`src/source/eeprom_pkg.sv`:
```
package eeprom_pkg;

    // 2k byte device
    localparam int addr_w    = 11;
    localparam int data_w    = 8;
    localparam int mem_bytes = 1 << addr_w;

    typedef logic [addr_w-1:0] mem_addr_t;
    typedef logic [data_w-1:0] mem_data_t;

    // control byte is {device_code, a10..a8, r/w}
    localparam logic [3:0] device_code = 4'b1010;
    localparam logic       rw_write    = 1'b0;
    localparam logic       rw_read     = 1'b1;

    typedef enum logic [3:0] {
        idle,
        start,
        ctrl_write,
        addr_write,
        data_write,
        restart,
        ctrl_read,
        data_read,
        master_nack,
        stop,
        done
    } ctrl_state_t;

    typedef enum logic [2:0] {
        none,
        send_start,
        send_byte,
        recv_byte,
        send_stop
    } shift_cmd_t;

endpackage

```
`src/source/i2c_pkg.sv`:
```
package i2c_pkg;

    // one scl period is four quarters of quarter_cycles clocks each
    localparam int quarter_cycles = 2;
    localparam int quarter_cnt_w  = (quarter_cycles > 1) ? $clog2(quarter_cycles) : 1;

    typedef logic [quarter_cnt_w-1:0] quarter_cnt_t;

    localparam quarter_cnt_t quarter_last = quarter_cnt_t'(quarter_cycles - 1);

    // scl is low in the first two quarters, high in the last two
    typedef enum logic [1:0] {
        low_first = 2'd0,
        rise      = 2'd1,
        high      = 2'd2,
        fall      = 2'd3
    } scl_phase_t;

    // slots 0..7 carry data bits msb first, slot 8 is the ack
    typedef logic [3:0] bit_cnt_t;

    localparam bit_cnt_t last_data_bit = 4'd7;
    localparam bit_cnt_t ack_slot      = 4'd8;

endpackage
```
`src/source/eeprom_wr.sv`:
```
module eeprom_wr (
    input  logic                  CLK,
    input  logic                  RESET,
    input  logic                  wr,
    input  logic                  rd,
    input  eeprom_pkg::mem_addr_t addr,
    input  eeprom_pkg::mem_data_t wr_data,
    output eeprom_pkg::mem_data_t rd_data,
    output logic                  ack,
    output logic                  nack_err,
    output logic                  busy,
    output logic                  scl,
    output logic                  sda_out,
    output logic                  sda_oe,
    input  logic                  sda_in
);
    import eeprom_pkg::*;

    logic       run;
    logic       tick_low_mid;
    logic       tick_high_mid;
    logic       tick_period_end;
    logic       step_done;
    logic       ack_seen;
    shift_cmd_t cmd;
    mem_data_t  tx_byte;
    mem_data_t  rx_byte;

    scl_timer u_scl_timer (
        .CLK             (CLK),
        .RESET           (RESET),
        .run             (run),
        .scl             (scl),
        .tick_low_mid    (tick_low_mid),
        .tick_high_mid   (tick_high_mid),
        .tick_period_end (tick_period_end)
    );

    byte_shifter u_byte_shifter (
        .CLK             (CLK),
        .RESET           (RESET),
        .tick_low_mid    (tick_low_mid),
        .tick_high_mid   (tick_high_mid),
        .tick_period_end (tick_period_end),
        .cmd             (cmd),
        .tx_byte         (tx_byte),
        .sda_in          (sda_in),
        .sda_out         (sda_out),
        .sda_oe          (sda_oe),
        .rx_byte         (rx_byte),
        .ack_seen        (ack_seen),
        .step_done       (step_done)
    );

    eeprom_ctrl_fsm u_eeprom_ctrl_fsm (
        .CLK             (CLK),
        .RESET           (RESET),
        .wr              (wr),
        .rd              (rd),
        .addr            (addr),
        .wr_data         (wr_data),
        .tick_period_end (tick_period_end),
        .step_done       (step_done),
        .ack_seen        (ack_seen),
        .rx_byte         (rx_byte),
        .run             (run),
        .cmd             (cmd),
        .tx_byte         (tx_byte),
        .rd_data         (rd_data),
        .ack             (ack),
        .nack_err        (nack_err),
        .busy            (busy)
    );

endmodule

```
`src/source/eeprom_ctrl_fsm.sv`:
```
module eeprom_ctrl_fsm (
    input  logic                   CLK,
    input  logic                   RESET,
    input  logic                   wr,
    input  logic                   rd,
    input  eeprom_pkg::mem_addr_t  addr,
    input  eeprom_pkg::mem_data_t  wr_data,
    input  logic                   tick_period_end,
    input  logic                   step_done,
    input  logic                   ack_seen,
    input  eeprom_pkg::mem_data_t  rx_byte,
    output logic                   run,
    output eeprom_pkg::shift_cmd_t cmd,
    output eeprom_pkg::mem_data_t  tx_byte,
    output eeprom_pkg::mem_data_t  rd_data,
    output logic                   ack,
    output logic                   nack_err,
    output logic                   busy
);
    import i2c_pkg::*;
    import eeprom_pkg::*;

    ctrl_state_t state;
    ctrl_state_t next_state;
    shift_cmd_t  next_cmd;
    mem_data_t   next_tx;
    logic        accept;
    logic        is_read;
    logic        err;
    logic        sent_byte;
    logic        slave_nack;
    mem_addr_t   addr_q;
    mem_data_t   data_q;
    mem_data_t   ctrl_wr_byte;
    mem_data_t   ctrl_rd_byte;
    bit_cnt_t    rx_bits;

    // ack cycle still counts as busy, so no request is taken then
    assign accept = (state == idle) && !ack && (wr || rd);

    assign ctrl_wr_byte = {device_code, addr_q[10:8], rw_write};
    assign ctrl_rd_byte = {device_code, addr_q[10:8], rw_read};

    assign sent_byte = (state == ctrl_write) || (state == addr_write)
                    || (state == data_write) || (state == ctrl_read);
    assign slave_nack = sent_byte && step_done && !ack_seen;

    // what follows the step that just finished
    always_comb begin
        next_state = state;
        next_cmd   = none;
        next_tx    = tx_byte;
        case (state)
            start: begin
                next_state = ctrl_write;
                next_cmd   = send_byte;
                next_tx    = ctrl_wr_byte;
            end
            ctrl_write: begin
                next_state = addr_write;
                next_cmd   = send_byte;
                next_tx    = addr_q[7:0];
            end
            addr_write: begin
                if (is_read) begin
                    next_state = restart;
                    next_cmd   = send_start;
                end else begin
                    next_state = data_write;
                    next_cmd   = send_byte;
                    next_tx    = data_q;
                end
            end
            data_write: begin
                next_state = stop;
                next_cmd   = send_stop;
            end
            restart: begin
                next_state = ctrl_read;
                next_cmd   = send_byte;
                next_tx    = ctrl_rd_byte;
            end
            ctrl_read: begin
                next_state = data_read;
                next_cmd   = recv_byte;
            end
            master_nack: begin
                next_state = stop;
                next_cmd   = send_stop;
            end
            stop: begin
                next_state = done;
            end
            default: begin
                next_state = state;
            end
        endcase
        // abandon the transfer when the slave does not ack
        if (slave_nack) begin
            next_state = stop;
            next_cmd   = send_stop;
        end
    end

    always_ff @(posedge CLK) begin
        if (RESET) begin
            state    <= idle;
            run      <= 1'b0;
            cmd      <= none;
            ack      <= 1'b0;
            nack_err <= 1'b0;
            busy     <= 1'b0;
            err      <= 1'b0;
            is_read  <= 1'b0;
            rx_bits  <= '0;
        end else begin
            cmd      <= none; // one cycle per step
            ack      <= 1'b0;
            nack_err <= 1'b0;
            case (state)
                idle: begin
                    if (ack) begin
                        busy <= 1'b0;
                    end else if (accept) begin
                        is_read <= !wr; // wr wins
                        err     <= 1'b0;
                        busy    <= 1'b1;
                        run     <= 1'b1;
                        cmd     <= send_start;
                        state   <= start;
                    end
                end
                data_read: begin
                    if (tick_period_end) begin
                        rx_bits <= rx_bits + 1'b1;
                        if (rx_bits == last_data_bit) begin
                            state <= master_nack;
                        end
                    end
                end
                done: begin
                    ack      <= 1'b1;
                    nack_err <= err;
                    state    <= idle;
                end
                default: begin
                    if (step_done) begin
                        state   <= next_state;
                        cmd     <= next_cmd;
                        rx_bits <= '0;
                        if (slave_nack) begin
                            err <= 1'b1;
                        end
                        if (state == stop) begin
                            run <= 1'b0;
                        end
                    end
                end
            endcase
        end
    end

    always_ff @(posedge CLK) begin
        if (state == idle) begin
            addr_q <= addr;
            data_q <= wr_data;
        end
        if (step_done) begin
            tx_byte <= next_tx;
        end
        if ((state == done) && is_read && !err) begin
            rd_data <= rx_byte;
        end
    end

endmodule

```
`src/source/byte_shifter.sv`:
```
module byte_shifter (
    input  logic                   CLK,
    input  logic                   RESET,
    input  logic                   tick_low_mid,
    input  logic                   tick_high_mid,
    input  logic                   tick_period_end,
    input  eeprom_pkg::shift_cmd_t cmd,
    input  eeprom_pkg::mem_data_t  tx_byte,
    input  logic                   sda_in,
    output logic                   sda_out,
    output logic                   sda_oe,
    output eeprom_pkg::mem_data_t  rx_byte,
    output logic                   ack_seen,
    output logic                   step_done
);
    import i2c_pkg::*;
    import eeprom_pkg::*;

    shift_cmd_t mode;
    bit_cnt_t   bit_cnt;
    mem_data_t  sr;
    logic       last_slot;

    // start and stop are single period steps
    assign last_slot = (mode == send_start) || (mode == send_stop) || (bit_cnt == ack_slot);
    assign step_done = (mode != none) && tick_period_end && last_slot;
    assign rx_byte   = sr;

    always_ff @(posedge CLK) begin
        if (RESET) begin
            mode     <= none;
            bit_cnt  <= '0;
            sda_out  <= 1'b1;
            sda_oe   <= 1'b0;
            ack_seen <= 1'b0;
        end else if (mode == none) begin
            if (cmd != none) begin
                mode     <= cmd;
                bit_cnt  <= '0;
                ack_seen <= 1'b0;
            end
        end else begin
            if (tick_period_end) begin
                bit_cnt <= bit_cnt + 1'b1;
                if (last_slot) begin
                    mode <= none;
                end
            end
            case (mode)
                send_start: begin
                    if (tick_low_mid) begin
                        sda_oe  <= 1'b0; // let the line float high
                        sda_out <= 1'b1;
                    end
                    if (tick_high_mid) begin
                        sda_oe  <= 1'b1; // falling sda with scl high
                        sda_out <= 1'b0;
                    end
                end
                send_stop: begin
                    if (tick_low_mid) begin
                        sda_oe  <= 1'b1;
                        sda_out <= 1'b0;
                    end
                    if (tick_high_mid) begin
                        sda_oe  <= 1'b0; // rising sda with scl high
                        sda_out <= 1'b1;
                    end
                end
                send_byte: begin
                    if (tick_low_mid) begin
                        sda_oe  <= (bit_cnt != ack_slot); // slave owns the ack slot
                        sda_out <= (bit_cnt == ack_slot) ? 1'b1 : sr[7];
                    end
                    if (tick_high_mid && (bit_cnt == ack_slot)) begin
                        ack_seen <= !sda_in;
                    end
                end
                recv_byte: begin
                    if (tick_low_mid) begin
                        sda_out <= 1'b1;
                        sda_oe  <= (bit_cnt == ack_slot); // single byte read so always nack
                    end
                end
            endcase
        end
    end

    always_ff @(posedge CLK) begin
        if ((mode == none) && (cmd == send_byte)) begin
            sr <= tx_byte;
        end else if ((mode == send_byte) && tick_low_mid && (bit_cnt < ack_slot)) begin
            sr <= {sr[6:0], 1'b0};
        end else if ((mode == recv_byte) && tick_high_mid && (bit_cnt < ack_slot)) begin
            sr <= {sr[6:0], sda_in};
        end
    end

endmodule

```
`src/source/scl_timer.sv`:
```
module scl_timer (
    input  logic CLK,
    input  logic RESET,
    input  logic run,
    output logic scl,
    output logic tick_low_mid,
    output logic tick_high_mid,
    output logic tick_period_end
);
    import i2c_pkg::*;

    quarter_cnt_t q_cnt;
    scl_phase_t   phase;
    scl_phase_t   next_phase;
    logic         q_end;

    assign q_end = run && (q_cnt == quarter_last);

    always_comb begin
        case (phase)
            low_first: next_phase = rise;
            rise:      next_phase = high;
            high:      next_phase = fall;
            default:   next_phase = low_first;
        endcase
    end

    always_ff @(posedge CLK) begin
        if (RESET) begin
            q_cnt <= '0;
            phase <= low_first;
        end else if (!run) begin
            // parked so the first period after run is full length
            q_cnt <= '0;
            phase <= low_first;
        end else if (q_end) begin
            q_cnt <= '0;
            phase <= next_phase;
        end else begin
            q_cnt <= q_cnt + 1'b1;
        end
    end

    // bus clock idles high between transactions
    assign scl = !run || (phase == high) || (phase == fall);

    assign tick_low_mid    = q_end && (phase == low_first);
    assign tick_high_mid   = q_end && (phase == high);
    assign tick_period_end = q_end && (phase == fall);

endmodule

```
`config.mk`:
```
export PLATFORM = sky130hd
export DESIGN_NAME = eeprom_wr
export DESIGN_NICKNAME = d
export VERILOG_FILES = /design/src/source/eeprom_pkg.sv /design/src/source/i2c_pkg.sv /design/src/source/eeprom_wr.sv /design/src/source/eeprom_ctrl_fsm.sv /design/src/source/byte_shifter.sv /design/src/source/scl_timer.sv
export SDC_FILE = /design/constraint.sdc
export NUM_CORES = 1
export LEC_CHECK = 0
export BUFFER_PORTS_ARGS = -buffer_cell sky130_fd_sc_hd__buf_2
export CAP_MARGIN = 20
export CORE_ASPECT_RATIO = 0.5
export CORE_UTILIZATION = 30
export CTS_CLUSTER_DIAMETER = 80
export DETAILED_ROUTE_END_ITERATION = 12
export RECOVER_POWER = 50
export SLEW_MARGIN = 15
export SYNTH_ARGS = -nofsm -noshare
export SYNTH_HDL_FRONTEND = slang
export SYNTH_SLANG_ARGS = --single-unit
```
`constraint.sdc`:
```
create_clock -name CLK -period 5.4 [get_ports CLK]
set_input_delay 0.54 -clock CLK [delete_from_list [all_inputs] [get_ports CLK]]
set_output_delay 0.54 -clock CLK [all_outputs]
set_load 0.01 [all_outputs]
```
==> impl_results.md <==
- Status: finished, final reports clean
- Share of post-route cells with drive strength above 1: 15.36%
- TritonCTS clock tree: done
- Worst min-delay path class: primary input to flip-flop
- CTS buffer count: 9
- Tcrit/Tclk final: 46.60%
- Hold Buf Count CTS: 0
- Drt drc: 0
- Dominant synthesized flop cell: edfxtp_1
- Clock sink total: 73
- Pwr dens: around 470 mW/mm2
- Starting DRT DRC Count: between 100 and 150
- Nets: approximately 380
- Post-CTS resize count: 0
- HPWL after detailed placement: 5.052 mm
- Port Buf Inserts: 37
- Ys async rst share: 0%
- Minimum clock period: between 2 and 3 ns
- Crit path DAT: approximately 2.8 ns
- Routability congestion estimate: a little under 0.9
- IO Pins: 38
- Crit-path slowest cell: inv_1
- Syn_area_per_cell: approximately 11 um2
- Syn Std Cell Area: 0.003468 mm2
- Slew @ Worst Pin: 1.018 ns
- Std cell rows: 27
- Post-synth top cells: edfxtp_1, nor2_1, dfxtp_1
- Critical path cell sequence: nor2_1 -> nand2_1 -> inv_1 -> o21ai_0 -> o21a_1 -> o21a_1 -> a311oi_2
- GR Overflow Total: 0
- CTS Root Cell: clkbuf_16
- H-tree Lvls: 3
- CORE AREA: about 0.011 mm2
- Via Count: ~2.5k
- Required time worst endpoint: between 5 and 6 ns
- Register area share after synthesis: 54.55%
- Pin count of the biggest net entering global routing: 32
- CP Capture Type: flip-flop
- Overall power: ~1.9 mW
- GRT Total Usage: 12.47%
- Layout area overhead: 16.34%
- CP bufs+invs: 1
- # diodes: 0
- Die height: about 78 um
- Critical path class: flip-flop to flip-flop
- Final ANT Viol Nets: 0
- Setup bufs post-CTS: 0
- Final hold violations: 0
- CP max stage delay: 0.68 ns
- Post-Route WL: 7.075 mm
- Worst-path maximum fanout: 23
- # setup viols final: 0
- Ys Warns: 0
- Final Skew: 0.006862 ns
- Most common cell on crit path: o21a_1
- Number of global-route vias before repair: roughly 2.3k
- Initial antenna violation count: 0
- Max-capacitance violation count: 0
- Post-synthesis instance total: roughly 320
- Cell taking the most area after synthesis: edfxtp_1
- Die ar.: about 0.012 mm2
- Relative slew slack: roughly a third
- Top cells by area, synth: edfxtp_1, dfxtp_1, nor2_1
- CP top delay family: compound AO/OA/AOI/OAI gates
- Worst Setup Start Kind: flip-flop
- Global-route wire length before repair: 11.42 mm
- TNS Setup: 0 ns
- Clk slew on worst S/H paths: 0.06 ns
- Post-Syn Nets: around 350
- Final Slew Violations: 0
- Reg2reg setup slack: around 2.9 ns
- Drt via density: roughly 5
- RSZ-0062 raised after global routing: no
- F_max: 0.3974 GHz
- Worst setup margin: approximately 2.9 ns
- Distinct cells, synth: between 50 and 60
- Post-synth EDFFs: 43
- Synth top area share: 37.23%
- Static leakage: between 1 and 1.5 nW
- Initial Util: a little under a third
- Pre-antenna DRT Iters: 4
- Placement Setup Slack: between 2 and 3 ns
- Clk_lat worst skew: 0.33 ns
- Clock buffer depth: 2
- FF+latch count, synth: 73
- Average wire per standard cell: 14.07 um
- Count leader, synth: edfxtp_1
- Maximum vdd ir drop: 0.1829 mV
- Die width: 154.1 um
==> stage by stage <==
step | hold WS [ns] | instances | area [um2] | utilization, %
floorplan | 0.4267 | 321 | 3468 | -
global placement | 0.4370 | 487 | 3760 | 33.83
detailed placement | 0.4465 | 487 | 3760 | 33.83
CTS | 0.3726 | 503 | 4061 | 36.54
global route | 0.3709 | 503 | 4035 | 36.31
finish | 0.3828 | 503 | 4035 | 36.31
==> layout make-up <==
class	instances	area, um2
clock buffer	9	225.2
clock inverter	7	76.32
fill	1085	7079
inverter	11	41.29
multi-input combinational	220	1448
sequential	73	1892
tap	145	181.4
timing repair buffer	38	171.4
==> logic make-up after synthesis <==
| logic type | Yosys count | share of synthesized area, % |
|---|---|---|
| flip-flops | 73 | 54.55 |
| XOR/XNOR | 7 | 1.768 |
| AO/OA/AOI/OAI | 69 | 13.78 |
| AND/OR/NAND/NOR | 119 | 17.50 |
| multiplexers | 19 | 6.494 |
| adder cells (fa/ha/maj) | 6 | 2.164 |
| buffers and inverters | 28 | 3.752 |
==> power breakdown <==
| group | internal (mW) | switching (mW) | total, mW | leakage, nW |
|---|---|---|---|---|
| registers | 0.732 | 0.0855 | 0.817 | 0.646 |
| clock network | 0.361 | 0.236 | 0.598 | 0.144 |
| logic | 0.171 | 0.305 | 0.476 | 0.601 |
| total | 1.26 | 0.627 | 1.89 | 1.39 |
==> registers in the layout, summed over array words and instances (netlist names), 2 cells and up <==
name / cells
u_scl_timer.phase: 2
u_eeprom_ctrl_fsm.tx_byte: 8
u_byte_shifter.rx_byte: 8
u_eeprom_ctrl_fsm.cmd: 3
u_eeprom_ctrl_fsm.state: 4
u_eeprom_ctrl_fsm.rx_bits: 4
u_eeprom_ctrl_fsm.addr_q: 11
u_byte_shifter.mode: 3
u_eeprom_ctrl_fsm.data_q: 8
u_byte_shifter.bit_cnt: 4
u_eeprom_ctrl_fsm.rd_data: 8
==> routing by layer <==
layer / vias up / GRT usage [%] / share of wire [%]
met5: - / 0 / 0
met4: 0 / 4.500 / 1.0
met2: 77 / 18.68 / 43
met1: 1145 / 16.40 / 49
met3: 6 / 4.694 / 6.7
li1: 1246 / - / -
==> worst reg2reg max path, stage by stage (launching register included) <==
cell and delay, ns:
dfxtp_1 0.52, nor2_1 0.31, nand2_1 0.14, inv_1 0.68
o21ai_0 0.20, o21a_1 0.21, o21a_1 0.14, a311oi_2 0.22
==> worst paths after layout <==
kind                                              to                                     from  depth (start not counted)
max          u_eeprom_ctrl_fsm.state[3]$_SDFFE_PP0P_  u_eeprom_ctrl_fsm.state[3]$_SDFFE_PP0P_                          7
min            u_eeprom_ctrl_fsm.data_q[2]$_DFFE_PP_                               wr_data[2]                          1
max reg2reg  u_eeprom_ctrl_fsm.state[3]$_SDFFE_PP0P_  u_eeprom_ctrl_fsm.state[3]$_SDFFE_PP0P_                          7
min reg2reg   u_eeprom_ctrl_fsm.rd_data[2]$_DFFE_PP_      u_byte_shifter.rx_byte[2]$_DFFE_PP_                          0
==> cells in the final DEF, fill, tap and decap left out, types with 4 or more instances in the layout <==
master / n
a211oi_1: 8
a21oi_1: 20
buf_2: 20
clkbuf_1: 17
clkbuf_16: 9
dfxtp_1: 30
edfxtp_1: 43
ha_1: 6
inv_1: 11
mux2_4: 7
mux2i_1: 12
nand2_1: 28
nand2b_1: 4
nand3_1: 8
nor2_1: 36
nor2b_1: 4
nor3_1: 13
o211ai_1: 5
o21a_1: 4
o21ai_0: 7
or3_1: 4
xnor2_1: 4
No activity file was read; power rests on OpenSTA's default activity.
